## src/design/gobou_config.svh

```systemverilog
`ifndef GOBOU_CONFIG_SVH
`define GOBOU_CONFIG_SVH

// number of neurons computed side by side
`define GOBOU_CORE 4
`define GOBOU_CORELOG 2     // net_we is CORELOG+1 bits, 0 means idle

// signed fixed point words, FRAC bits below the binary point
`define GOBOU_DWIDTH 16
`define GOBOU_FRAC 8

// address widths of the image memory and of each net memory
`define GOBOU_IMGSIZE 10
`define GOBOU_NETSIZE 10

`define GOBOU_LWIDTH 10     // totals and loop counters

`endif

```

## src/design/gobou_data_pkg.sv

```systemverilog
`include "gobou_config.svh"

package gobou_data_pkg;

  // image word, also used for every core result
  typedef logic signed [`GOBOU_DWIDTH-1:0] pixel_t;

  // one net memory word read two ways
  // weight phase reads a multiplicand with FRAC fraction bits
  // bias phase reads a value the core lifts by FRAC before adding
  typedef union packed {
    logic signed [`GOBOU_DWIDTH-1:0] weight;
    logic signed [`GOBOU_DWIDTH-1:0] bias;
  } net_word;

endpackage

```

## src/design/gobou_serializer.sv

```systemverilog
`timescale 1ns/1ps
`include "gobou_config.svh"

module gobou_serializer (
  input  logic                                      clk,
  input  logic                                      xrst,
  input  logic                                      load,
  input  gobou_data_pkg::pixel_t [`GOBOU_CORE-1:0] results,
  output gobou_data_pkg::pixel_t                   word
);
  import gobou_data_pkg::*;

  pixel_t [`GOBOU_CORE-1:0] r_shift;
  logic [`GOBOU_CORELOG:0]  r_left;  // words still to be presented

  // core 0 sits at the bottom and leaves first
  always_ff @(posedge clk) begin
    if (load) r_shift <= results;
    else r_shift <= {pixel_t'('0), r_shift[`GOBOU_CORE-1:1]};
  end

  assign word = r_shift[0];

  always_ff @(posedge clk) begin
    if (!xrst) r_left <= '0;
    else if (load) r_left <= `GOBOU_CORE;
    else if (r_left != '0) r_left <= r_left - 1'b1;
  end

  // a new batch may land only while the last word of the old one is out
  a_no_overrun: assert property (@(posedge clk) disable iff (!xrst) load |-> r_left <= 1);

endmodule

```

## config.mk

```make
export PLATFORM = sky130hd
export DESIGN_NAME = gobou_serializer
export DESIGN_NICKNAME = d
export VERILOG_FILES = /design/src/design/gobou_data_pkg.sv /design/src/design/gobou_serializer.sv
export VERILOG_INCLUDE_DIRS = /design/src /design/src/design
export SDC_FILE = /design/constraint.sdc
export NUM_CORES = 1
export LEC_CHECK = 0
export BUFFER_PORTS_ARGS = -buffer_cell sky130_fd_sc_hd__buf_4
export CORE_UTILIZATION = 35
export CTS_BUF_LIST = sky130_fd_sc_hd__clkbuf_8
export CTS_CLUSTER_DIAMETER = 100
export CTS_CLUSTER_SIZE = 30
export DETAILED_ROUTE_END_ITERATION = 10
export GPL_TIMING_DRIVEN = 0
export PLACE_DENSITY = 0.66
export SLEW_MARGIN = 20
export SYNTH_ARGS = -nofsm -noshare
export SYNTH_HDL_FRONTEND = slang
export SYNTH_SLANG_ARGS = --single-unit
```

## constraint.sdc

```tcl
create_clock -name clk -period 1 [get_ports clk]
set_input_delay 0.05 -clock clk [delete_from_list [all_inputs] [get_ports clk]]
set_output_delay 0.05 -clock clk [all_outputs]
set_load 0.005 [all_outputs]
```

==> metrics.txt, run 1 <==
Power Density=1560 nW/um2; # Max-Cap Violations=0; CTS tree=done; clk_lat worst skew=0.33 ns; internal power=4780 uW; most frequent cells after synthesis=dfxtp_1, mux2_4, and2_1, buf_4; Pleak=0.00185 uW; most frequent cell after synthesis=dfxtp_1; Hold/Removal Path Class=in -> reg; Seq/Total Area, Yosys=55.4%; Synthesis Warnings=0; CTS max path bufs=2; Worst-Margin Slew=0.148 ns; register area=1280 um2; placed cell area=3010 um2; top_reg_cell synth=dfxtp_1; clk_skew=0.00406 ns; Max-slew headroom=90.1%; number of buffers inserted by port buffering=80; status=completed; max-slew violations=0; All-Layer GR Usage=14.3%; Avg Cell Area, Syn=15.3 um2; drt initial violations=26; most used cell, CP=buf_4; Antenna diodes=0; Max VDD drop=1.28 mV; chip height=83.3 um; CP Data Required Time=0.95 ns; top-area cell type share of the netlist area=55.4%; non-filler cells, final=388; Pre-antenna DRT Iters=3; Synth area leader=dfxtp_1; ordered cell list for the critical path=buf_4 -> buf_4; delay of the slowest critical-path stage=0.31 ns; die area=6940 um2; die width=83.3 um; f_max=1070 MHz; Starting Density=36.5%; initial antenna violation count=0; top post-synthesis cells by area=dfxtp_1, mux2_4, buf_4; Area Growth Syn to Fin=66.4%; total grt overflow=0; Worst Hold Depth=2; Gate Count Post-Synth=151; Synth Register Bits=64; Vias=1506; post-synthesis net count=218; share of power burned in the clock network=36.4%; vias in the first global route=1610; Sink Count=64; Tcrit/Tclk final=93.1%; setup TNS=0 ns; clock root buffer=clkbuf_8; Comb power frac=16.6%; synth unique cells=8; critical path peak fanout=1; share of post-route cells with drive strength above 1=53.1%; RSZ-0062 raised after global routing=no; endpoints failing setup=0; async set-reset flop share out of synthesis=0%; Routed Antenna Nets=0; Num CTS Buffers=9; Critical Path AT=0.88 ns; nets=373; row count=29; # fillers=497; multi-input logic area=806 um2; drt drc=0; Post-Synthesis Cell Area=2310 um2; vias per inst=3.88; EDFF count, synth=0; Setup CP Type=reg -> out; total power=5990 uW; Placed Cells=308; CTS resizes=0; Startpoint Class=flop; first-pass GRT wire length=7.38 mm; sequential power share=47.0%; register clock-pin slew on the reported worst setup and hold paths=0.07 ns; reg2reg path depth=1; slowest CP cell=dfxtp_1; Sw Pwr=1210 uW; design area=3850 um2; drt total wl=4.57 mm; gpl congestion=0.705; routed len/inst=11.8 um; Final Hold Viols=0; Core ar.=6350 um2; Tmin final=0.931 ns; Top-Level Pins=83; Worst Setup End Kind=output pin; H-Tree Depth=3; switching share of power=20.2%; largest net degree at the start of global routing=11
[sequential cells by signal, indices dropped and copies added (netlist names)]
signal   count
r_shift     48
word        16
[final timing paths]
kind,slack [ns],from,end
worst max-delay path,0.07,word[5]$_DFF_P_,word[5]
worst max register to register,0.31,r_shift[40]$_DFF_P_,r_shift[24]$_DFF_P_
worst min-delay path,0.08,load,r_shift[46]$_DFF_P_
worst min register to register,0.45,r_shift[16]$_DFF_P_,word[0]$_DFF_P_
[kinds of logic after synthesis]
kind of cell	count (synthesis)	share of synthesized area (%)
flops	64	55.4
mux	48	30.5
buf+inv	23	9.84
simple gates	16	4.32
[layer usage]
layer  global-route usage [%]  up-vias  wire [um]
met3                     5.47       11        237
met4                     7.37        0        123
met2                     26.4       46       2490
li1                         -      794          -
met1                     13.6      655       1720
met5                        0        -          0
[critical path, delay by kind of cell (launching register included)]
kind,cells,cell delay [ns]
flops,1,0.31
buf+inv,2,0.24
[layout by cell type (no fill, tap or decap)]
| master | n |
|---|---|
| and2_1 | 16 |
| buf_12 | 4 |
| buf_2 | 1 |
| buf_4 | 96 |
| buf_6 | 2 |
| bufinv_16 | 1 |
| clkbuf_8 | 11 |
| clkinv_2 | 2 |
| dfxtp_1 | 64 |
| dlygate4sd3_1 | 64 |
| inv_1 | 2 |
| mux2_2 | 4 |
| mux2_4 | 44 |
[metrics by stage]
step	hold slack [ns]	util (%)	setup slack, ns
finish	0.0778	60.7	0.0694
global route	0.0695	60.7	0.00766
CTS	0.0707	60.7	0.0460
detailed placement	0.261	47.4	0.179
global placement	0.258	47.4	0.190
floorplan	0.177	-	0.247
[power groups by stage]
| stage | Combinational (uW) | Sequential, uW | Clock (uW) |
|---|---|---|---|
| CTS | 994 | 2810 | 2220 |
| global placement | 780 | 2870 | 0 |
| global route | 1060 | 2830 | 2360 |
| detailed placement | 790 | 2870 | 0 |
| finish | 995 | 2810 | 2180 |
| floorplan | 474 | 2850 | 0 |
[final cells by class]
type | instances | area share [%]
Timing Repair Buffer | 144 | 32.2
Clock buffer | 11 | 3.93
Clock inverter | 5 | 1.23
Tap cell | 77 | 2.50
Multi-Input combinational cell | 64 | 20.9
Buffer | 23 | 5.91
Sequential cell | 64 | 33.3
[repair_timing]
item / in CTS / in global routing
setup buffers: 0 / 0
endpoints found under the hold margin: 64 / 0
hold buffers: 64 / 0
No activity file was read; power rests on OpenSTA's default activity.
==> run 2: changes to the inputs <==
--- a/config.mk
+++ b/config.mk
@@ -6,11 +6,11 @@
 export SDC_FILE = /design/constraint.sdc
 export NUM_CORES = 1
 export LEC_CHECK = 0
+export ABC_AREA = 1
 export BUFFER_PORTS_ARGS = -buffer_cell sky130_fd_sc_hd__buf_4
 export CORE_UTILIZATION = 35
 export CTS_BUF_LIST = sky130_fd_sc_hd__clkbuf_8
 export CTS_CLUSTER_DIAMETER = 100
-export CTS_CLUSTER_SIZE = 30
 export DETAILED_ROUTE_END_ITERATION = 10
 export GPL_TIMING_DRIVEN = 0
 export PLACE_DENSITY = 0.66
==> metrics.txt, run 2 <==
status=completed (unchanged); endpoints failing setup=0 (unchanged); # Max-Cap Violations=0 (unchanged); Hold/Removal Path Class=in -> reg (unchanged); CTS tree=done (unchanged); reg2reg path depth=2 (was 1); H-Tree Depth=3 (unchanged); # fillers=557 (was 497); highest metal used=met4 (unchanged); die area=6570 um2 (was 6940 um2); Worst Hold Depth=5 (was 2); Synth area leader=dfxtp_1 (unchanged); Num CTS Buffers=9 (unchanged); FF-to-FF End=r_shift[18]$_DFF_P_ (was r_shift[24]$_DFF_P_); total grt overflow=0 (unchanged); most frequent cells in the layout=nand2_1, buf_4, dlygate4sd3_1, dfxtp_1, inv_1 (was buf_4, dlygate4sd3_1, dfxtp_1); clock root buffer=clkbuf_8 (unchanged); Gate Count Post-Synth=269 (was 151); Largest register FFs=48 (unchanged); chip height=81.1 um (was 83.3 um); die width=81.1 um (was 83.3 um); delay of the slowest critical-path stage=0.30 ns (was 0.31 ns); most flop-heavy register=r_shift (unchanged); Max-slew headroom=89.1% (was 90.1%); Core ar.=5990 um2 (was 6350 um2); routed len/inst=9.81 um (was 11.8 um); async set-reset flop share out of synthesis=0% (unchanged); most frequent cell after synthesis=nand2_1 (was dfxtp_1); drt drc=0 (unchanged); Startpoint Class=flop (unchanged); hpwl dp=3.14 mm; row count=28 (was 29); RSZ-0062 raised after global routing=no (unchanged); most frequent cells after synthesis=nand2_1, dfxtp_1, buf_4, inv_1, buf_6 (was dfxtp_1, mux2_4, and2_1, buf_4); Sink Count=64 (unchanged); drt total wl=4.91 mm (was 4.57 mm); Pre-antenna DRT Iters=4 (was 3); total power=5400 uW (was 5990 uW); most common cell after layout, fill and taps aside=nand2_1 (was buf_4); flop-to-flop setup slack=0.48 ns (was 0.31 ns); gpl congestion=0.746 (was 0.705); initial antenna violation count=0 (unchanged); top_reg_cell synth=dfxtp_1 (unchanged); critical path buffer and inverter count=2 (unchanged); Setup CP Type=reg -> out (unchanged); drt initial violations=45 (was 26); Tcrit/Tclk final=91.0% (was 93.1%); Post-Synthesis Cell Area=2190 um2 (was 2310 um2); worst hold endpoint=r_shift[47]$_DFF_P_ (was r_shift[46]$_DFF_P_); CTS max path bufs=2 (unchanged); top-area cell type share of the netlist area=58.5% (was 55.4%); most used cell, CP=buf_4 (unchanged); vias in the first global route=1895 (was 1610); routed wl met2=2.62 mm (was 2.49 mm); Pleak=0.00200 uW (was 0.00185 uW); Synthesis Warnings=0 (unchanged); top post-synthesis cells by area=dfxtp_1, nand2_1, buf_4 (was dfxtp_1, mux2_4, buf_4); number of buffers inserted by port buffering=81 (was 80); Max VDD drop=0.903 mV (was 1.28 mV); Top-Level Pins=83 (unchanged); worst reg2reg path startpoint=r_shift[34]$_DFF_P_ (was r_shift[40]$_DFF_P_); Area Growth Syn to Fin=68.1% (was 66.4%); f_max=1100 MHz (was 1070 MHz); Vias=1970 (was 1506); setup TNS=0 ns (unchanged); Worst-Margin Slew=0.164 ns (was 0.148 ns); routed length on met3=217 um (was 237 um); Antenna diodes=0 (unchanged); non-filler cells, final=501 (was 388); slowest CP cell=dfxtp_1 (unchanged); Synth Register Bits=64 (unchanged); ordered cell list for the critical path=buf_4 -> buf_4 (unchanged); CP Data Required Time=0.95 ns (about the same); Placed Cells=425 (was 308); share of post-route cells with drive strength above 1=28.6% (was 53.1%); register clock-pin slew on the reported worst setup and hold paths=0.06 ns (was 0.07 ns); M1 wire length=1.99 mm (was 1.72 mm); Tmin final=0.910 ns (was 0.931 ns); Final Hold Viols=0 (unchanged); largest net degree at the start of global routing=11 (unchanged); Power Density=1470 nW/um2 (was 1560 nW/um2); Worst path top cell family by delay=flip-flops (unchanged); Critical Path AT=0.86 ns (was 0.88 ns); max-slew violations=0 (unchanged); clk_lat worst skew=0.32 ns (was 0.33 ns); Starting Density=36.5% (about the same); Seq/Total Area, Yosys=58.5% (was 55.4%); post-synthesis net count=336 (was 218); register area=1280 um2 (unchanged); All-Layer GR Usage=17.0% (was 14.3%); critical path peak fanout=1 (unchanged); EDFF count, synth=0 (unchanged); first-pass GRT wire length=8.06 mm (was 7.38 mm); clk_skew=0.00658 ns (was 0.00406 ns); multi-input logic area=601 um2 (was 806 um2); hold_sp=load (unchanged); Routed Antenna Nets=0 (unchanged); Hold Worst Slack=0.125 ns (was 0.0778 ns); Avg Cell Area, Syn=8.14 um2 (was 15.3 um2); Worst Setup End Kind=output pin (unchanged); synth unique cells=8 (unchanged); vias per inst=3.93 (was 3.88); nets=492 (was 373); Util after Layout=61.4% (was 60.7%)
[run 2: cells by family (layout without fill, tap and decap cells)]
kind of cell	count (synthesis)	in the layout	synth area share (%)
and+or+nand+nor	160	160	27.4
DFF	64	64	58.5
buffers and inverters	45	202	14.0
[run 2: where the power goes]
group / total [uW] / internal, uW / switching (uW) / leakage (uW)
Clock: 1740 / 901 / 842 / 0.0000797
Sequential: 2800 / 2750 / 46.5 / 0.000537
Combinational: 864 / 574 / 290 / 0.00138
[run 2: repair_timing]
item                                    4_1_cts  5_1_grt
endpoints found under the setup margin        0        0
buffers inserted                              0        0
endpoints found under the hold margin        64        0
hold buffers                                 64        0
resized for setup                             0        0
[run 2: cell type report]
type	count	area share, %
buffer	28	6.60
clock buffer	10	3.74
clock inverter	2	0.272
inverter	17	1.73
multi-input combinational	160	16.3
sequential	64	34.8
tap	75	2.55
timing repair buffer	145	33.9
[run 2: worst max path at each step]
stage / startpoint / end / slack [ns] / cells past startpoint
2_1_floorplan: load / r_shift[20]$_DFF_P_ / 0.45 / 4
3_5_place_dp: load / r_shift[23]$_DFF_P_ / 0.23 / 5
4_1_cts: word[9]$_DFF_P_ / word[9] / 0.07 / 2
3_3_place_gp: load / r_shift[23]$_DFF_P_ / 0.23 / 5
5_1_grt: word[12]$_DFF_P_ / word[12] / 0.04 / 2
6_report: word[10]$_DFF_P_ / word[10] / 0.09 / 2
[run 2: per-stage QoR]
stage               area (um2)  setup slack (ns)
finish                    3680            0.0897
global placement          2890             0.234
global route              3680            0.0395
CTS                       3680            0.0668
detailed placement        2890             0.233
floorplan                 2190             0.446
[run 2: worst register-to-register path: stages, from the launching register on]
cell and delay, ns:
dfxtp_1 0.31, nand2_1 0.07, nand2_1 0.04
[run 2: layer usage]
metal	up-vias	track usage, %
met3	10	5.17
met1	827	17.4
met2	58	30.0
li1	1075	-
met4	0	10.9
met5	-	0
==> run 3: changes to the inputs <==
--- a/config.mk
+++ b/config.mk
@@ -9,11 +9,11 @@
 export ABC_AREA = 1
 export BUFFER_PORTS_ARGS = -buffer_cell sky130_fd_sc_hd__buf_4
 export CORE_UTILIZATION = 35
-export CTS_BUF_LIST = sky130_fd_sc_hd__clkbuf_8
 export CTS_CLUSTER_DIAMETER = 100
 export DETAILED_ROUTE_END_ITERATION = 10
 export GPL_TIMING_DRIVEN = 0
 export PLACE_DENSITY = 0.66
+export SKIP_LAST_GASP = 1
 export SLEW_MARGIN = 20
 export SYNTH_ARGS = -nofsm -noshare
 export SYNTH_HDL_FRONTEND = slang
==> constraint.sdc (replaced) <==
create_clock -name clk -period 0.9 [get_ports clk]
set_input_delay 0.045 -clock clk [delete_from_list [all_inputs] [get_ports clk]]
set_output_delay 0.045 -clock clk [all_outputs]
set_load 0.005 [all_outputs]
==> metrics.txt, run 3 (synthesized netlist as in run 2, its figures left out) <==
Worst Setup End Kind=output pin (unchanged); Sink Count=64 (unchanged); max-slew violations=0 (unchanged); Power Density=1650 nW/um2 (was 1470 nW/um2); largest net degree at the start of global routing=11 (unchanged); endpoints failing setup=0 (unchanged); total power=5970 uW (was 5400 uW); CTS max path bufs=2 (unchanged); CTS tree=done (unchanged); sequential power share=52.3% (was 51.8%); Tmin final=0.794 ns; multi-input logic area=601 um2 (unchanged); first-pass GRT wire length=8.10 mm (was 8.06 mm); f_max=1260 MHz; Antenna diodes=0 (unchanged); slowest CP cell=dfxtp_1 (unchanged); routed len/inst=10.2 um (was 9.81 um); # fillers=550 (was 557); Area Growth Syn to Fin=65.5% (was 68.1%); Starting Density=36.5% (unchanged); FF-to-FF End=r_shift[18]$_DFF_P_ (unchanged); vias per inst=3.97 (was 3.93); drt total wl=4.94 mm (was 4.91 mm); critical path peak fanout=1 (unchanged); pre-CTS setup slack=0.138 ns (was 0.233 ns); drt initial violations=52 (was 45); Num CTS Buffers=9 (unchanged); Critical Path AT=0.75 ns (was 0.86 ns); share of power burned in the clock network=32.4% (was 32.3%); All-Layer GR Usage=17.1% (was 17.0%); Top-Level Pins=83 (unchanged); CP Data Required Time=0.85 ns (was 0.95 ns); chip height=81.1 um (unchanged); Max VDD drop=1.01 mV (was 0.903 mV); switching share of power=21.9% (was 21.8%); register clock-pin slew on the reported worst setup and hold paths=0.06 ns (about the same); row count=28 (unchanged); Pre-antenna DRT Iters=4 (unchanged); Pleak=0.00194 uW (was 0.00200 uW); Worst Setup EP=word[12] (was word[10]); worst reg2reg path startpoint=r_shift[34]$_DFF_P_ (unchanged); status=completed (unchanged); most common cell after layout, fill and taps aside=nand2_1 (unchanged); most flop-heavy register=r_shift (unchanged); nets=476 (was 492); Routed Antenna Nets=0 (unchanged); delay of the slowest critical-path stage=0.33 ns (was 0.30 ns); reg2reg path depth=2 (unchanged); ordered cell list for the critical path=buf_6 (was buf_4 -> buf_4); clk_skew=0.00697 ns (was 0.00658 ns); Hold/Removal Path Class=in -> reg (unchanged); Util after Layout=60.4% (was 61.4%); most frequent cells in the layout=nand2_1, buf_4, dlygate4sd3_1 (was nand2_1, buf_4, dlygate4sd3_1, dfxtp_1, inv_1); Core ar.=5990 um2 (unchanged); H-Tree Depth=3 (unchanged); CP Depth=1 (was 2); Startpoint Class=flop (unchanged); Sw Pwr=1310 uW (was 1180 uW); Setup CP Type=reg -> out (unchanged); initial antenna violation count=0 (unchanged); clock root buffer=clkbuf_8 (unchanged); Max-slew headroom=89.1% (about the same); # Max-Cap Violations=0 (unchanged); worst setup path start=word[12]$_DFF_P_ (was word[10]$_DFF_P_); setup ws final=0.106 ns (was 0.0897 ns); setup TNS=0 ns (unchanged); Worst-Margin Slew=0.164 ns (about the same); register area=1280 um2 (about the same); share of post-route cells with drive strength above 1=26.3% (was 28.6%); critical path buffer and inverter count=1 (was 2); Final Hold Viols=0 (unchanged); Hold Worst Slack=0.122 ns (was 0.125 ns); internal power=4660 uW (was 4220 uW); hpwl dp=3.14 mm (unchanged); Worst path top cell family by delay=flip-flops (unchanged); die width=81.1 um (unchanged); number of buffers inserted by port buffering=81 (unchanged); die area=6570 um2 (unchanged); Vias=1924 (was 1970); RSZ-0062 raised after global routing=no (unchanged); flop-to-flop setup slack=0.37 ns (was 0.48 ns); Largest register FFs=48 (unchanged); Tcrit/Tclk final=88.3%; clk_lat worst skew=0.32 ns (about the same); drt drc=0 (unchanged); hold_sp=load (unchanged); total grt overflow=0 (unchanged); vias in the first global route=1883 (was 1895); gpl congestion=0.746 (unchanged); Comb power frac=15.2% (was 16.0%)
## run 3: cell count changes in the layout (fill, tap and decap cells not counted), sizes merged
cell	before	now
buf	106	90
## run 3: through the flow
step	instances	instance area (um2)
after floorplan	269	2190
after CTS	488	3640
after global placement	425	2890
final	485	3620
after detailed placement	425	2890
after global routing	485	3620
## run 3: worst min-delay path by stage
stage / to / slack, ns / depth (start not counted)
6_report: r_shift[47]$_DFF_P_ / 0.12 / 5
3_3_place_gp: r_shift[59]$_SDFF_PN0_ / 0.23 / 3
2_1_floorplan: r_shift[48]$_SDFF_PN0_ / 0.14 / 2
3_5_place_dp: r_shift[63]$_SDFF_PN0_ / 0.23 / 3
4_1_cts: r_shift[47]$_DFF_P_ / 0.11 / 5
5_1_grt: word[3]$_DFF_P_ / 0.11 / 5
## run 3: power by group through the flow
stage          logic (uW)  registers, uW  clock network, uW
6_report              909           3120               1940
5_1_grt              1010           3140               2150
4_1_cts               927           3120               1990
3_5_place_dp          737           3170                  0
3_3_place_gp          727           3170                  0
2_1_floorplan         367           3160                  0
## run 3: what timing repair did
action / CTS / global route
setup buffers: 0 / 0
gates resized for setup: 18 / 0
endpoints found under the setup margin: 16 / 3
hold buffers: 64 / 0
endpoints found under the hold margin: 64 / 0
## run 3: metal layers
| metal | wire length, um | vias up | track usage, % |
|---|---|---|---|
| li1 | - | 1043 | - |
| met1 | 2010 | 813 | 17.8 |
| met2 | 2630 | 58 | 29.9 |
| met3 | 215 | 10 | 5.17 |
| met4 | 92 | 0 | 10.5 |
| met5 | 0 | - | 0 |
## run 3: area by class of cell
cell class | count | area share [%]
Tap cell | 75 | 2.59
Multi-Input combinational cell | 160 | 16.6
Inverter | 17 | 1.76
Clock buffer | 10 | 3.80
Buffer | 12 | 3.39
Timing Repair Buffer | 145 | 36.1
Clock inverter | 2 | 0.276
Sequential cell | 64 | 35.5
