`config.mk`:
```
export PLATFORM = sky130hd
export DESIGN_NAME = gobou_ctrl_core
export DESIGN_NICKNAME = d
export VERILOG_FILES = /design/src/design/gobou_ctrl_pkg.sv /design/src/design/gobou_data_pkg.sv /design/src/design/gobou_ctrl_core.sv
export VERILOG_INCLUDE_DIRS = /design/src /design/src/design
export SDC_FILE = /design/constraint.sdc
export NUM_CORES = 1
export LEC_CHECK = 0
export ABC_AREA = 1
export BUFFER_PORTS_ARGS = -buffer_cell sky130_fd_sc_hd__clkbuf_2
export CORE_MARGIN = 2
export CORE_UTILIZATION = 50
export DETAILED_ROUTE_END_ITERATION = 12
export GPL_TIMING_DRIVEN = 0
export PLACE_DENSITY = 0.87
export SYNTH_ARGS = -nofsm -noshare
export SYNTH_HDL_FRONTEND = slang
export SYNTH_SLANG_ARGS = --single-unit
export TNS_END_PERCENT = 100
```
`constraint.sdc`:
```
create_clock -name clk -period 2.3 [get_ports clk]
set_input_delay 0.69 -clock clk [delete_from_list [all_inputs] [get_ports clk]]
set_output_delay 0.69 -clock clk [all_outputs]
set_load 0.01 [all_outputs]
```
`src/design/gobou_config.svh`:
```
`ifndef GOBOU_CONFIG_SVH
`define GOBOU_CONFIG_SVH

// number of neurons computed side by side
`define GOBOU_CORE 4
`define GOBOU_CORELOG 2     // net_we is CORELOG+1 bits, 0 means idle

// signed fixed point words, FRAC bits below the binary point
`define GOBOU_DWIDTH 16
`define GOBOU_FRAC 8

// address widths of the image memory and of each net memory
`define GOBOU_IMGSIZE 10
`define GOBOU_NETSIZE 10

`define GOBOU_LWIDTH 10     // totals and loop counters

`endif

```
`src/design/gobou_ctrl_pkg.sv`:
```
package gobou_ctrl_pkg;

  // beat qualifiers passed from the sequencer down the core pipeline
  typedef struct packed {
    logic start;  // clear the accumulator, or result ready on the way back
    logic valid;  // a weight or bias word is on the net bus
    logic stop;   // this beat carries the bias
  } ctrl_reg;

  // sequencer phases of one batch
  typedef enum logic [1:0] {
    s_wait,
    s_weight,
    s_bias,
    s_output
  } ctrl_state;

endpackage

```
`src/design/gobou_data_pkg.sv`:
```
`include "gobou_config.svh"

package gobou_data_pkg;

  // image word, also used for every core result
  typedef logic signed [`GOBOU_DWIDTH-1:0] pixel_t;

  // one net memory word read two ways
  // weight phase reads a multiplicand with FRAC fraction bits
  // bias phase reads a value the core lifts by FRAC before adding
  typedef union packed {
    logic signed [`GOBOU_DWIDTH-1:0] weight;
    logic signed [`GOBOU_DWIDTH-1:0] bias;
  } net_word;

endpackage

```
`src/design/gobou_ctrl_core.sv`:
```
`timescale 1ns/1ps
`include "gobou_config.svh"

module gobou_ctrl_core (
  input  logic                      clk,
  input  logic                      xrst,
  input  gobou_ctrl_pkg::ctrl_reg   in_ctrl,
  input  logic                      req,
  input  logic                      img_we,
  input  logic [`GOBOU_IMGSIZE-1:0] input_addr,
  input  logic [`GOBOU_IMGSIZE-1:0] output_addr,
  input  gobou_data_pkg::pixel_t    write_img,
  input  gobou_data_pkg::pixel_t    write_result,
  input  logic [`GOBOU_CORELOG:0]   net_we,
  input  logic [`GOBOU_NETSIZE-1:0] net_addr,
  input  logic [`GOBOU_LWIDTH-1:0]  total_out,
  input  logic [`GOBOU_LWIDTH-1:0]  total_in,
  output gobou_ctrl_pkg::ctrl_reg   out_ctrl,
  output logic                      ack,
  output logic                      mem_img_we,
  output logic [`GOBOU_IMGSIZE-1:0] mem_img_addr,
  output gobou_data_pkg::pixel_t    write_mem_img,
  output logic [`GOBOU_CORE-1:0]    mem_net_we,
  output logic [`GOBOU_NETSIZE-1:0] mem_net_addr,
  output logic                      breg_we,
  output logic                      serial_we
);
  import gobou_ctrl_pkg::*;
  import gobou_data_pkg::*;

  localparam logic [`GOBOU_LWIDTH-1:0] core_n    = `GOBOU_CORE;
  localparam logic [`GOBOU_CORELOG:0]  last_word = `GOBOU_CORE;

  ctrl_state                 r_state;
  logic [`GOBOU_LWIDTH-1:0]  r_total_in;
  logic [`GOBOU_LWIDTH-1:0]  r_total_out;
  logic [`GOBOU_LWIDTH-1:0]  r_count_in;   // weight beat inside the batch
  logic [`GOBOU_LWIDTH-1:0]  r_count_out;  // first neuron of the batch
  logic [`GOBOU_CORELOG:0]   r_serial_cnt;
  logic [`GOBOU_IMGSIZE-1:0] r_input_offset;
  logic [`GOBOU_IMGSIZE-1:0] r_output_offset;
  logic [`GOBOU_IMGSIZE-1:0] r_input_pos;
  logic [`GOBOU_IMGSIZE-1:0] r_output_pos;
  logic [`GOBOU_NETSIZE-1:0] r_net_offset;
  logic [`GOBOU_NETSIZE-1:0] r_net_pos;
  pixel_t                    r_write_img;
  logic                      weight_end;
  logic                      output_end;
  logic                      last_batch;

  assign weight_end = r_state == s_weight && r_count_in == r_total_in - 1'b1;
  assign output_end = r_state == s_output && r_serial_cnt == last_word;
  assign last_batch = r_count_out + core_n >= r_total_out;

  always_ff @(posedge clk) begin
    if (!xrst) begin
      r_state     <= s_wait;
      r_count_in  <= '0;
      r_count_out <= '0;
    end else begin
      case (r_state)
        s_wait: begin
          if (req) r_state <= s_weight;
        end
        s_weight: begin
          if (weight_end) begin
            r_state    <= s_bias;
            r_count_in <= '0;
          end else begin
            r_count_in <= r_count_in + 1'b1;
          end
        end
        s_bias: r_state <= s_output;  // a single bias beat per batch
        s_output: begin
          if (output_end && last_batch) begin
            r_state     <= s_wait;
            r_count_out <= '0;
          end else if (output_end) begin
            r_state     <= s_weight;
            r_count_out <= r_count_out + core_n;
          end
        end
        default: r_state <= s_wait;
      endcase
    end
  end

  always_ff @(posedge clk) begin
    if (!xrst) begin
      r_total_in  <= '0;
      r_total_out <= '0;
    end else if (r_state == s_wait && req) begin
      r_total_in  <= total_in;
      r_total_out <= total_out;
    end
  end

  // offsets follow the host while idle and freeze once req is taken
  always_ff @(posedge clk) begin
    if (!xrst) begin
      r_input_offset  <= '0;
      r_output_offset <= '0;
      r_net_offset    <= '0;
    end else if (ack) begin
      r_input_offset  <= input_addr;
      r_output_offset <= output_addr;
      r_net_offset    <= net_addr;
    end
  end

  always_ff @(posedge clk) begin
    if (!xrst) begin
      mem_img_we <= 1'b0;
    end else begin
      case (r_state)
        s_wait:   mem_img_we <= img_we;
        s_output: mem_img_we <= serial_we || (r_serial_cnt != '0 && r_serial_cnt < last_word);
        default:  mem_img_we <= 1'b0;
      endcase
    end
  end

  always_ff @(posedge clk) begin
    r_write_img <= write_img;
  end

  always_ff @(posedge clk) begin
    if (!xrst || r_state != s_weight) r_input_pos <= '0;
    else r_input_pos <= r_input_pos + 1'b1;  // pixel i goes with weight i
  end

  always_ff @(posedge clk) begin
    if (!xrst || ack) r_output_pos <= '0;
    else if (mem_img_we) r_output_pos <= r_output_pos + 1'b1;  // runs on across batches
  end

  assign mem_img_addr  = r_state == s_output ? r_output_offset + r_output_pos
                                             : r_input_offset + r_input_pos;
  assign write_mem_img = r_state == s_output ? write_result : r_write_img;

  always_ff @(posedge clk) begin
    if (!xrst) begin
      mem_net_we <= '0;
    end else begin
      for (int k = 0; k < `GOBOU_CORE; k++) begin
        mem_net_we[k] <= r_state == s_wait && net_we == k + 1;
      end
    end
  end

  // weights then bias sit back to back, so the next batch starts right after
  always_ff @(posedge clk) begin
    if (!xrst || r_state == s_wait) r_net_pos <= '0;
    else if (r_state == s_weight || r_state == s_bias) r_net_pos <= r_net_pos + 1'b1;
  end

  assign mem_net_addr = r_net_offset + r_net_pos;

  always_ff @(posedge clk) begin
    if (!xrst) begin
      out_ctrl  <= '0;
      breg_we   <= 1'b0;
      serial_we <= 1'b0;
      ack       <= 1'b1;
    end else begin
      out_ctrl.start <= (r_state == s_wait && req) || (output_end && !last_batch);
      out_ctrl.valid <= r_state == s_weight || r_state == s_bias;
      out_ctrl.stop  <= r_state == s_bias;
      breg_we        <= r_state == s_bias;
      serial_we      <= in_ctrl.start;  // results ready in every core
      if (req) ack <= 1'b0;
      else if (output_end && last_batch) ack <= 1'b1;
    end
  end

  always_ff @(posedge clk) begin
    if (!xrst) r_serial_cnt <= '0;
    else if (serial_we) r_serial_cnt <= 1'b1;
    else if (r_serial_cnt == last_word) r_serial_cnt <= '0;
    else if (r_serial_cnt != '0) r_serial_cnt <= r_serial_cnt + 1'b1;
  end

  a_net_we_onehot: assert property (@(posedge clk) disable iff (!xrst) $onehot0(mem_net_we));

  // the host may start a run only while idle
  a_req_idle: assert property (@(posedge clk) disable iff (!xrst) req |-> ack);

endmodule

```
==> reports/qor.csv, run 1 <==
stage,metric,value,unit
critical_path,slowest stage cell on the critical path,fa_2,
layout,Non-Filler Instances,1313,
pwr,Power Total,0.00789,W
synth,Synth Net Count,1072,
layout,P&R area growth vs syn,40.7,%
placement,IO buf count,135,
pwr,maximum VDD drop,0.679,mV
global_route,grt ovf,0,
sta,Slew Limit Fails,0,
floorplanning,Initial Utilization,51.1,%
sta,worst rel slew slack,47.3,%
placement,HPWL after DPL,12600,um
sta,WHS,358,ps
clocking,H-tree depth reported by CTS,4,
critical_path,"slowest stage delay, CP",370,ps
clocking,Post-CTS Hold Fix Bufs,0,
synth,"Seq/Total Area, Yosys",38.3,%
pwr,Power Density,832,nW/um^2
layout,Final nets,1266,
clocking,Worst-Skew Late Latency,430,ps
sta,Worst Slack Setup Final,-682,ps
clocking,"Reg clk slew, reported paths",60,ps
critical_path,Worst Path Max Fanout,2,
synth,"Avg Cell Area, Syn",7.24,um^2
drt,Final ANT Viol Nets,0,
clocking,Max Root-Sink Buffers,2,
global_route,first-pass GRT wire length,29500,um
synth,asr flop ratio synth,0,%
clocking,CTS Buf Count,17,
critical_path,Worst path depth,13,
critical_path,path type of the worst setup path,flop to output port,
clocking,clk sink count,129,
drt,via/cell ratio,5.42,
critical_path,worst path cell trace,"ha_4, inv_4, fa_2, o21ai_4, nand2_1, nand2_1, a21oi_2, o21bai_1, a21oi_1, inv_1, nand2_1, nand2_2, buf_6",
layout,Multi-input gate area,4340,um^2
synth,cell area after synthesis,6740,um^2
global_route,largest net degree at the start of global routing,17,
run,MaxCap Viol Count,0,
drt,DR WL/cell,15.9,um
floorplanning,Boundary Pins,139,
sta,final setup fails,31,
synth,Mapped Cells,930,
placement,Place WS,-319,ps
global_route,number of global-route vias before repair,6564,
drt,DR pass1 iterations,8,
critical_path,Setup crit end,mem_net_addr[8],
synth,Cell variety after synth,43,
drt,Iteration-0 DRC Markers,640,
run_status,outcome,"complete, but fails checks",
critical_path,crit start category,flop,
synth,yosys warns,0,
synth,Commonest cells post-synth,"nand2_1, dfxtp_1, nor2_1",
critical_path,worst path bufs/invs,3,
floorplanning,area of the core,13200,um^2
floorplanning,DIE AREA,14400,um^2
synth,Post-synth EDFFs,0,
critical_path,CP endpoint kind,output port,
synth,Yosys top cell area share,38.3,%
drt,Total Wirelength,20900,um
sta,RSZ-0062 raised after global routing,yes,
layout,register area,2650,um^2
synth,"Top FF cell, synth",dfxtp_1,
critical_path,worst r2r dst,r_count_out[8],
layout,share of cells above drive strength 1,33.4,%
placement,Placed Cells incl. Taps,1241,
sta,worst slew pin tran,790,ps
pwr,Pleak,4.33,nW
synth,largest cells by area after synthesis,"dfxtp_1, nand2_1, ha_1, nor2_1, o21ai_0",
critical_path,crit path launch,r_net_offset[0],
critical_path,FF-to-FF setup slack,-160,ps
clocking,CTS tree,built,
floorplanning,Std-Cell Rows,42,
min_path,Hold Path Class,primary input to flop,
critical_path,"CP delay by family, top",adder cells,
sta,Fin Clk Skew,7.87,ps
sta,minimum clock period,2980,ps
layout,# diodes,0,
global_route,GRT Util Overall,26.0,%
run_status,failing checks,setup timing,
critical_path,cell repeated most along the worst path,nand2_1,
synth,most common cell in the synthesized netlist,nand2_1,
layout,Filler cells,873,
sta,final hold vios,0,
floorplanning,die height,120,um
global_route,initial antenna violation count,0,
sta,crit share post-route,130,%
synth,Yosys top cell by area,dfxtp_1,
sta,top achievable clock speed,335,MHz
critical_path,FF-to-FF Start,r_count_out[3],
drt,# DRC,0,
critical_path,critical path data required time,1610,ps
floorplanning,die width,120,um
critical_path,Crit path arrival time,2290,ps
drt,via count,7116,
synth,Seq cells post-synth,129,
placement,GPL Wtd Cong,0.922,
clocking,Root Buffer,clkbuf_16,
critical_path,Reg2Reg Depth,12,
==> metrics by stage <==
stage	util, %	instance area, um^2	setup TNS [ps]
floorplan	-	6780	-0.887
global placement	58.2	7680	-2660
detailed placement	58.2	7680	-3430
CTS	67.4	8890	-5840
global route	71.8	9480	-10250
finish	71.8	9480	-7670
==> per-layer routing <==
layer / GRT usage [%] / vias up / routed length [um] / part of all wire, %
met5: 0 / - / 0 / 0
met4: 11.6 / 0 / 895 / 4.3
met3: 6.61 / 90 / 1560 / 7.5
met2: 45.8 / 373 / 10300 / 49
met1: 29.4 / 3254 / 8140 / 39
li1: - / 3399 / - / -
==> state kept, by name (all words and copies together) (netlist names), 10 cells and up <==
name             flops
r_write_img         16
r_count_in          10
r_input_offset      10
r_input_pos         10
r_net_offset        10
r_net_pos           10
r_output_offset     10
r_output_pos        10
r_total_in          10
r_total_out         10
==> how the worst min path moves through the flow <==
stage                         startpoint  slack, ps               to  cells past startpoint
after global routing        write_img[6]        350   r_write_img[6]                      1
after detailed placement  r_total_out[6]        460   r_total_out[6]                      2
final                      write_img[11]        360  r_write_img[11]                      1
after CTS                  write_img[11]        360  r_write_img[11]                      1
after global placement      r_net_pos[0]        450     r_net_pos[0]                      1
after floorplan           r_input_pos[0]        410   r_input_pos[0]                      1
==> power by group <==
part	switching [W]	leakage (nW)	internal (W)	total, W
Clock	0.00103	0.296	0.00183	0.00286
Combinational	0.00140	2.95	0.000953	0.00235
Sequential	0.000194	1.08	0.00248	0.00268
Total	0.00262	4.33	0.00526	0.00789
==> repair_timing <==
action,CTS,global route
cloned,0,2
pin swaps,47,55
endpoints found under the hold margin,0,0
buffers inserted,25,13
setup endpoints to repair,45,47
resized for setup,99,136
==> kinds of logic after synthesis <==
kind of cell | after synthesis | synth area share, %
buffers and inverters | 136 | 7.69
DFF | 129 | 38.3
AOI/OAI and AO/OA | 184 | 14.3
xor gates and xnor gates | 38 | 4.94
muxes | 2 | 0.316
adders and majority gates | 50 | 9.62
and+or+nand+nor | 391 | 24.8
==> cell usage in the layout (no fill, tap or decap), drive strengths merged, types with 3 or more instances in the layout <==
cell    instances
a21o            3
a21oi          80
a22oi           3
a31oi           3
buf            68
bufinv          3
clkbuf        156
dfxtp         129
fa              3
ha             47
inv           112
nand2         185
nand3          36
nand3b          5
nand4           6
nor2          135
nor3           17
o21ai          84
o22ai           3
or2             5
xnor2          15
xor2           23
==> final cells by class <==
class | instances | area share, %
multi-input cells | 665 | 45.8
flip-flops and latches | 129 | 28.0
repair buffers | 175 | 11.3
clock buffers | 24 | 5.20
inverters | 111 | 4.48
well taps | 176 | 2.32
plain buffers | 25 | 1.58
clock inverters | 8 | 1.31
(Power assumes the default switching activity.)
==> run 2, diff against run 1 <==
--- a/config.mk
+++ b/config.mk
@@ -8,11 +8,13 @@
 export LEC_CHECK = 0
 export ABC_AREA = 1
 export BUFFER_PORTS_ARGS = -buffer_cell sky130_fd_sc_hd__clkbuf_2
+export CORE_ASPECT_RATIO = 0.8
 export CORE_MARGIN = 2
 export CORE_UTILIZATION = 50
 export DETAILED_ROUTE_END_ITERATION = 12
 export GPL_TIMING_DRIVEN = 0
 export PLACE_DENSITY = 0.87
+export SETUP_SLACK_MARGIN = 0.4
 export SYNTH_ARGS = -nofsm -noshare
 export SYNTH_HDL_FRONTEND = slang
 export SYNTH_SLANG_ARGS = --single-unit
==> reports/qor.csv, run 2 (same netlist as run 1, synthesis figures left out) <==
stage,metric,value,unit,change
drt,DR pass1 iterations,6,,-2
critical_path,path type of the worst setup path,flop to output port,,
pwr,maximum VDD drop,0.643,mV,-5.4%
pwr,Comb pwr share,35.7,%,+5.9 points
clocking,Post-CTS Hold Fix Bufs,0,,unchanged
placement,HPWL after DPL,12900,um,+2.8%
global_route,largest net degree at the start of global routing,17,,unchanged
pwr,Pleak,4.66,nW,+7.8%
pwr,Seq pwr share,32.7,%,-1.2 points
sta,crit share post-route,133,%,+2.9 points
floorplanning,Std-Cell Rows,37,,-12%
sta,Fin Clk Skew,18.5,ps,+10.6 ps
floorplanning,Boundary Pins,139,,unchanged
critical_path,Reg2Reg Depth,15,,+3
sta,setup_tns,-12560,ps,-4890 ps
floorplanning,die height,108,um,-10%
pwr,Clock Power Share,31.5,%,-4.7 points
critical_path,Crit path arrival time,2360,ps,+70 ps
sta,final setup fails,39,,+26%
critical_path,FF-to-FF Start,r_count_out[3],,
critical_path,Worst Path Max Fanout,4,,+2
drt,Total Wirelength,24900,um,+19%
pwr,switching part of the total power,36.1,%,+2.9 points
run_status,failing checks,setup timing,,
clocking,CTS Buf Count,17,,unchanged
layout,final core occ,76.9,%,+5.1 points
sta,Slew Limit Fails,0,,unchanged
clocking,Worst-Skew Late Latency,440,ps,about the same
clocking,"Reg clk slew, reported paths",60,ps,about the same
pwr,switching power,0.00298,W,+14%
critical_path,crit start category,flop,,
layout,most frequent cells in the layout,"nand2_1, nor2_1, clkbuf_2, dfxtp_1, inv_1",,
drt,via count,7636,,+7.3%
clocking,H-tree depth reported by CTS,4,,unchanged
critical_path,critical path data required time,1610,ps,about the same
layout,"most common cell after layout, fill and taps aside",nand2_1,,
global_route,initial antenna violation count,0,,unchanged
clocking,CTS tree,built,,
pwr,Power Density,824,nW/um^2,-1.0%
floorplanning,Initial Utilization,51.8,%,+0.71 points
layout,Final nets,1293,,+2.1%
floorplanning,die width,134,um,+11%
run,MaxCap Viol Count,0,,unchanged
layout,number of flip-flops in the largest register,16,,unchanged
layout,Biggest register,r_write_img,,
clocking,clk sink count,129,,unchanged
clocking,Root Buffer,clkbuf_16,,
floorplanning,area of the core,13000,um^2,-1.4%
global_route,GRT Util Overall,27.7,%,+1.7 points
floorplanning,DIE AREA,14400,um^2,about the same
min_path,Worst Hold End,r_write_img[5],,
global_route,number of global-route vias before repair,6620,,+0.85%
sta,worst rel slew slack,50.5,%,+3.2 points
placement,IO buf count,135,,unchanged
min_path,Hold Path Class,primary input to flop,,
pwr,cell-internal power,0.00527,W,about the same
min_path,worst hold path depth,1,,unchanged
placement,Place WS,-313,ps,+5.42 ps
sta,Worst Slack Setup Final,-750,ps,-67.7 ps
drt,DR WL/cell,18.6,um,+17%
sta,final hold vios,0,,unchanged
clocking,Max Root-Sink Buffers,2,,unchanged
global_route,first-pass GRT wire length,31500,um,+6.8%
critical_path,CP endpoint kind,output port,,
sta,RSZ-0062 raised after global routing,yes,,
drt,Iteration-0 DRC Markers,730,,+14%
min_path,HP Start,write_img[5],,
placement,GPL Wtd Cong,0.914,,-0.85%
layout,P&R area growth vs syn,48.6,%,
drt,via/cell ratio,5.70,,+5.2%
sta,worst slew pin tran,742,ps,-48.4 ps
critical_path,worst r2r dst,r_count_out[7],,
drt,# DRC,0,,unchanged
sta,top achievable clock speed,328,MHz,-2.2%
layout,share of cells above drive strength 1,38.8,%,+5.4 points
critical_path,FF-to-FF setup slack,-480,ps,-320 ps
sta,minimum clock period,3050,ps,+67.7 ps
layout,# diodes,0,,unchanged
run_status,outcome,"complete, but fails checks",,
global_route,grt ovf,0,,unchanged
drt,Final ANT Viol Nets,0,,unchanged
## run 2: cell count changes in the layout (fill, tap and decap cells not counted), moves of 4 or more
cell	delta
nand2_4	+12
buf_2	+4
nor2_4	+4
inv_1	-4
nor2_2	+5
nor2_1	-9
nand2_2	+10
buf_6	+14
buf_4	+12
clkbuf_2	-5
nand2_1	-22
## run 2: power by group through the flow
stage	logic, W	clock network, W	registers (W)
after floorplan	0.00134	0	0.00267
after global placement	0.00183	0	0.00270
after detailed placement	0.00189	0	0.00271
after CTS	0.00225	0.00255	0.00267
after global routing	0.00317	0.00270	0.00272
final	0.00295	0.00260	0.00270
## run 2: how the worst max path moves through the flow
stage	from	endpoint	slack (ps)	cells after the start
after floorplan	r_output_pos[0]	mem_img_addr[6]	20	12
after global placement	r_output_offset[0]	mem_img_addr[6]	-280	13
after detailed placement	r_output_offset[0]	mem_img_addr[6]	-310	13
after CTS	r_output_offset[0]	mem_img_addr[6]	-650	13
after global routing	r_input_offset[0]	mem_img_addr[8]	-860	12
final	r_input_pos[0]	mem_img_addr[8]	-750	12
## run 2: through the flow
stage / std cells / hold slack, ps / total power (W) / instance area [um^2]
floorplan: 930 / 433 / 0.00401 / 6960
global placement: 1240 / 454 / 0.00452 / 7860
detailed placement: 1240 / 459 / 0.00460 / 7860
CTS: 1304 / 360 / 0.00747 / 9090
global route: 1339 / 341 / 0.00858 / 10000
finish: 1339 / 353 / 0.00824 / 10000
## run 2: area by class of cell
cell class	count	area, um^2
Fill cell	758	3000
Multi-Input combinational cell	665	4580
Clock inverter	10	86.3
Buffer	25	196
Tap cell	175	219
Clock buffer	22	464
Sequential cell	129	2640
Inverter	111	454
Timing Repair Buffer	202	1370
## run 2: metal layers
layer	up-vias	global-route usage (%)	part of all wire (%)
met5	-	0	0
li1	3462	-	-
met4	0	9.42	6.9
met3	171	5.98	8.1
met1	3526	33.2	38
met2	477	49.2	47
## run 2: worst max-delay path, stage by stage, from the launching register on
cell and delay (ps):
dfxtp_4 370, ha_4 160, inv_2 40, fa_2 360, o21ai_2 130, nand2_1 80
nand2_2 110, nand4_1 110, o211ai_1 140, buf_4 150, o21ai_1 60, nand2_1 80
buf_2 130
## run 2: what timing repair did
action / 4_1_cts / 5_1_grt
pin swaps: 51 / 66
setup endpoints to repair: 60 / 73
setup buffers: 29 / 35
resized for setup: 111 / 187
cloned: 3 / 0
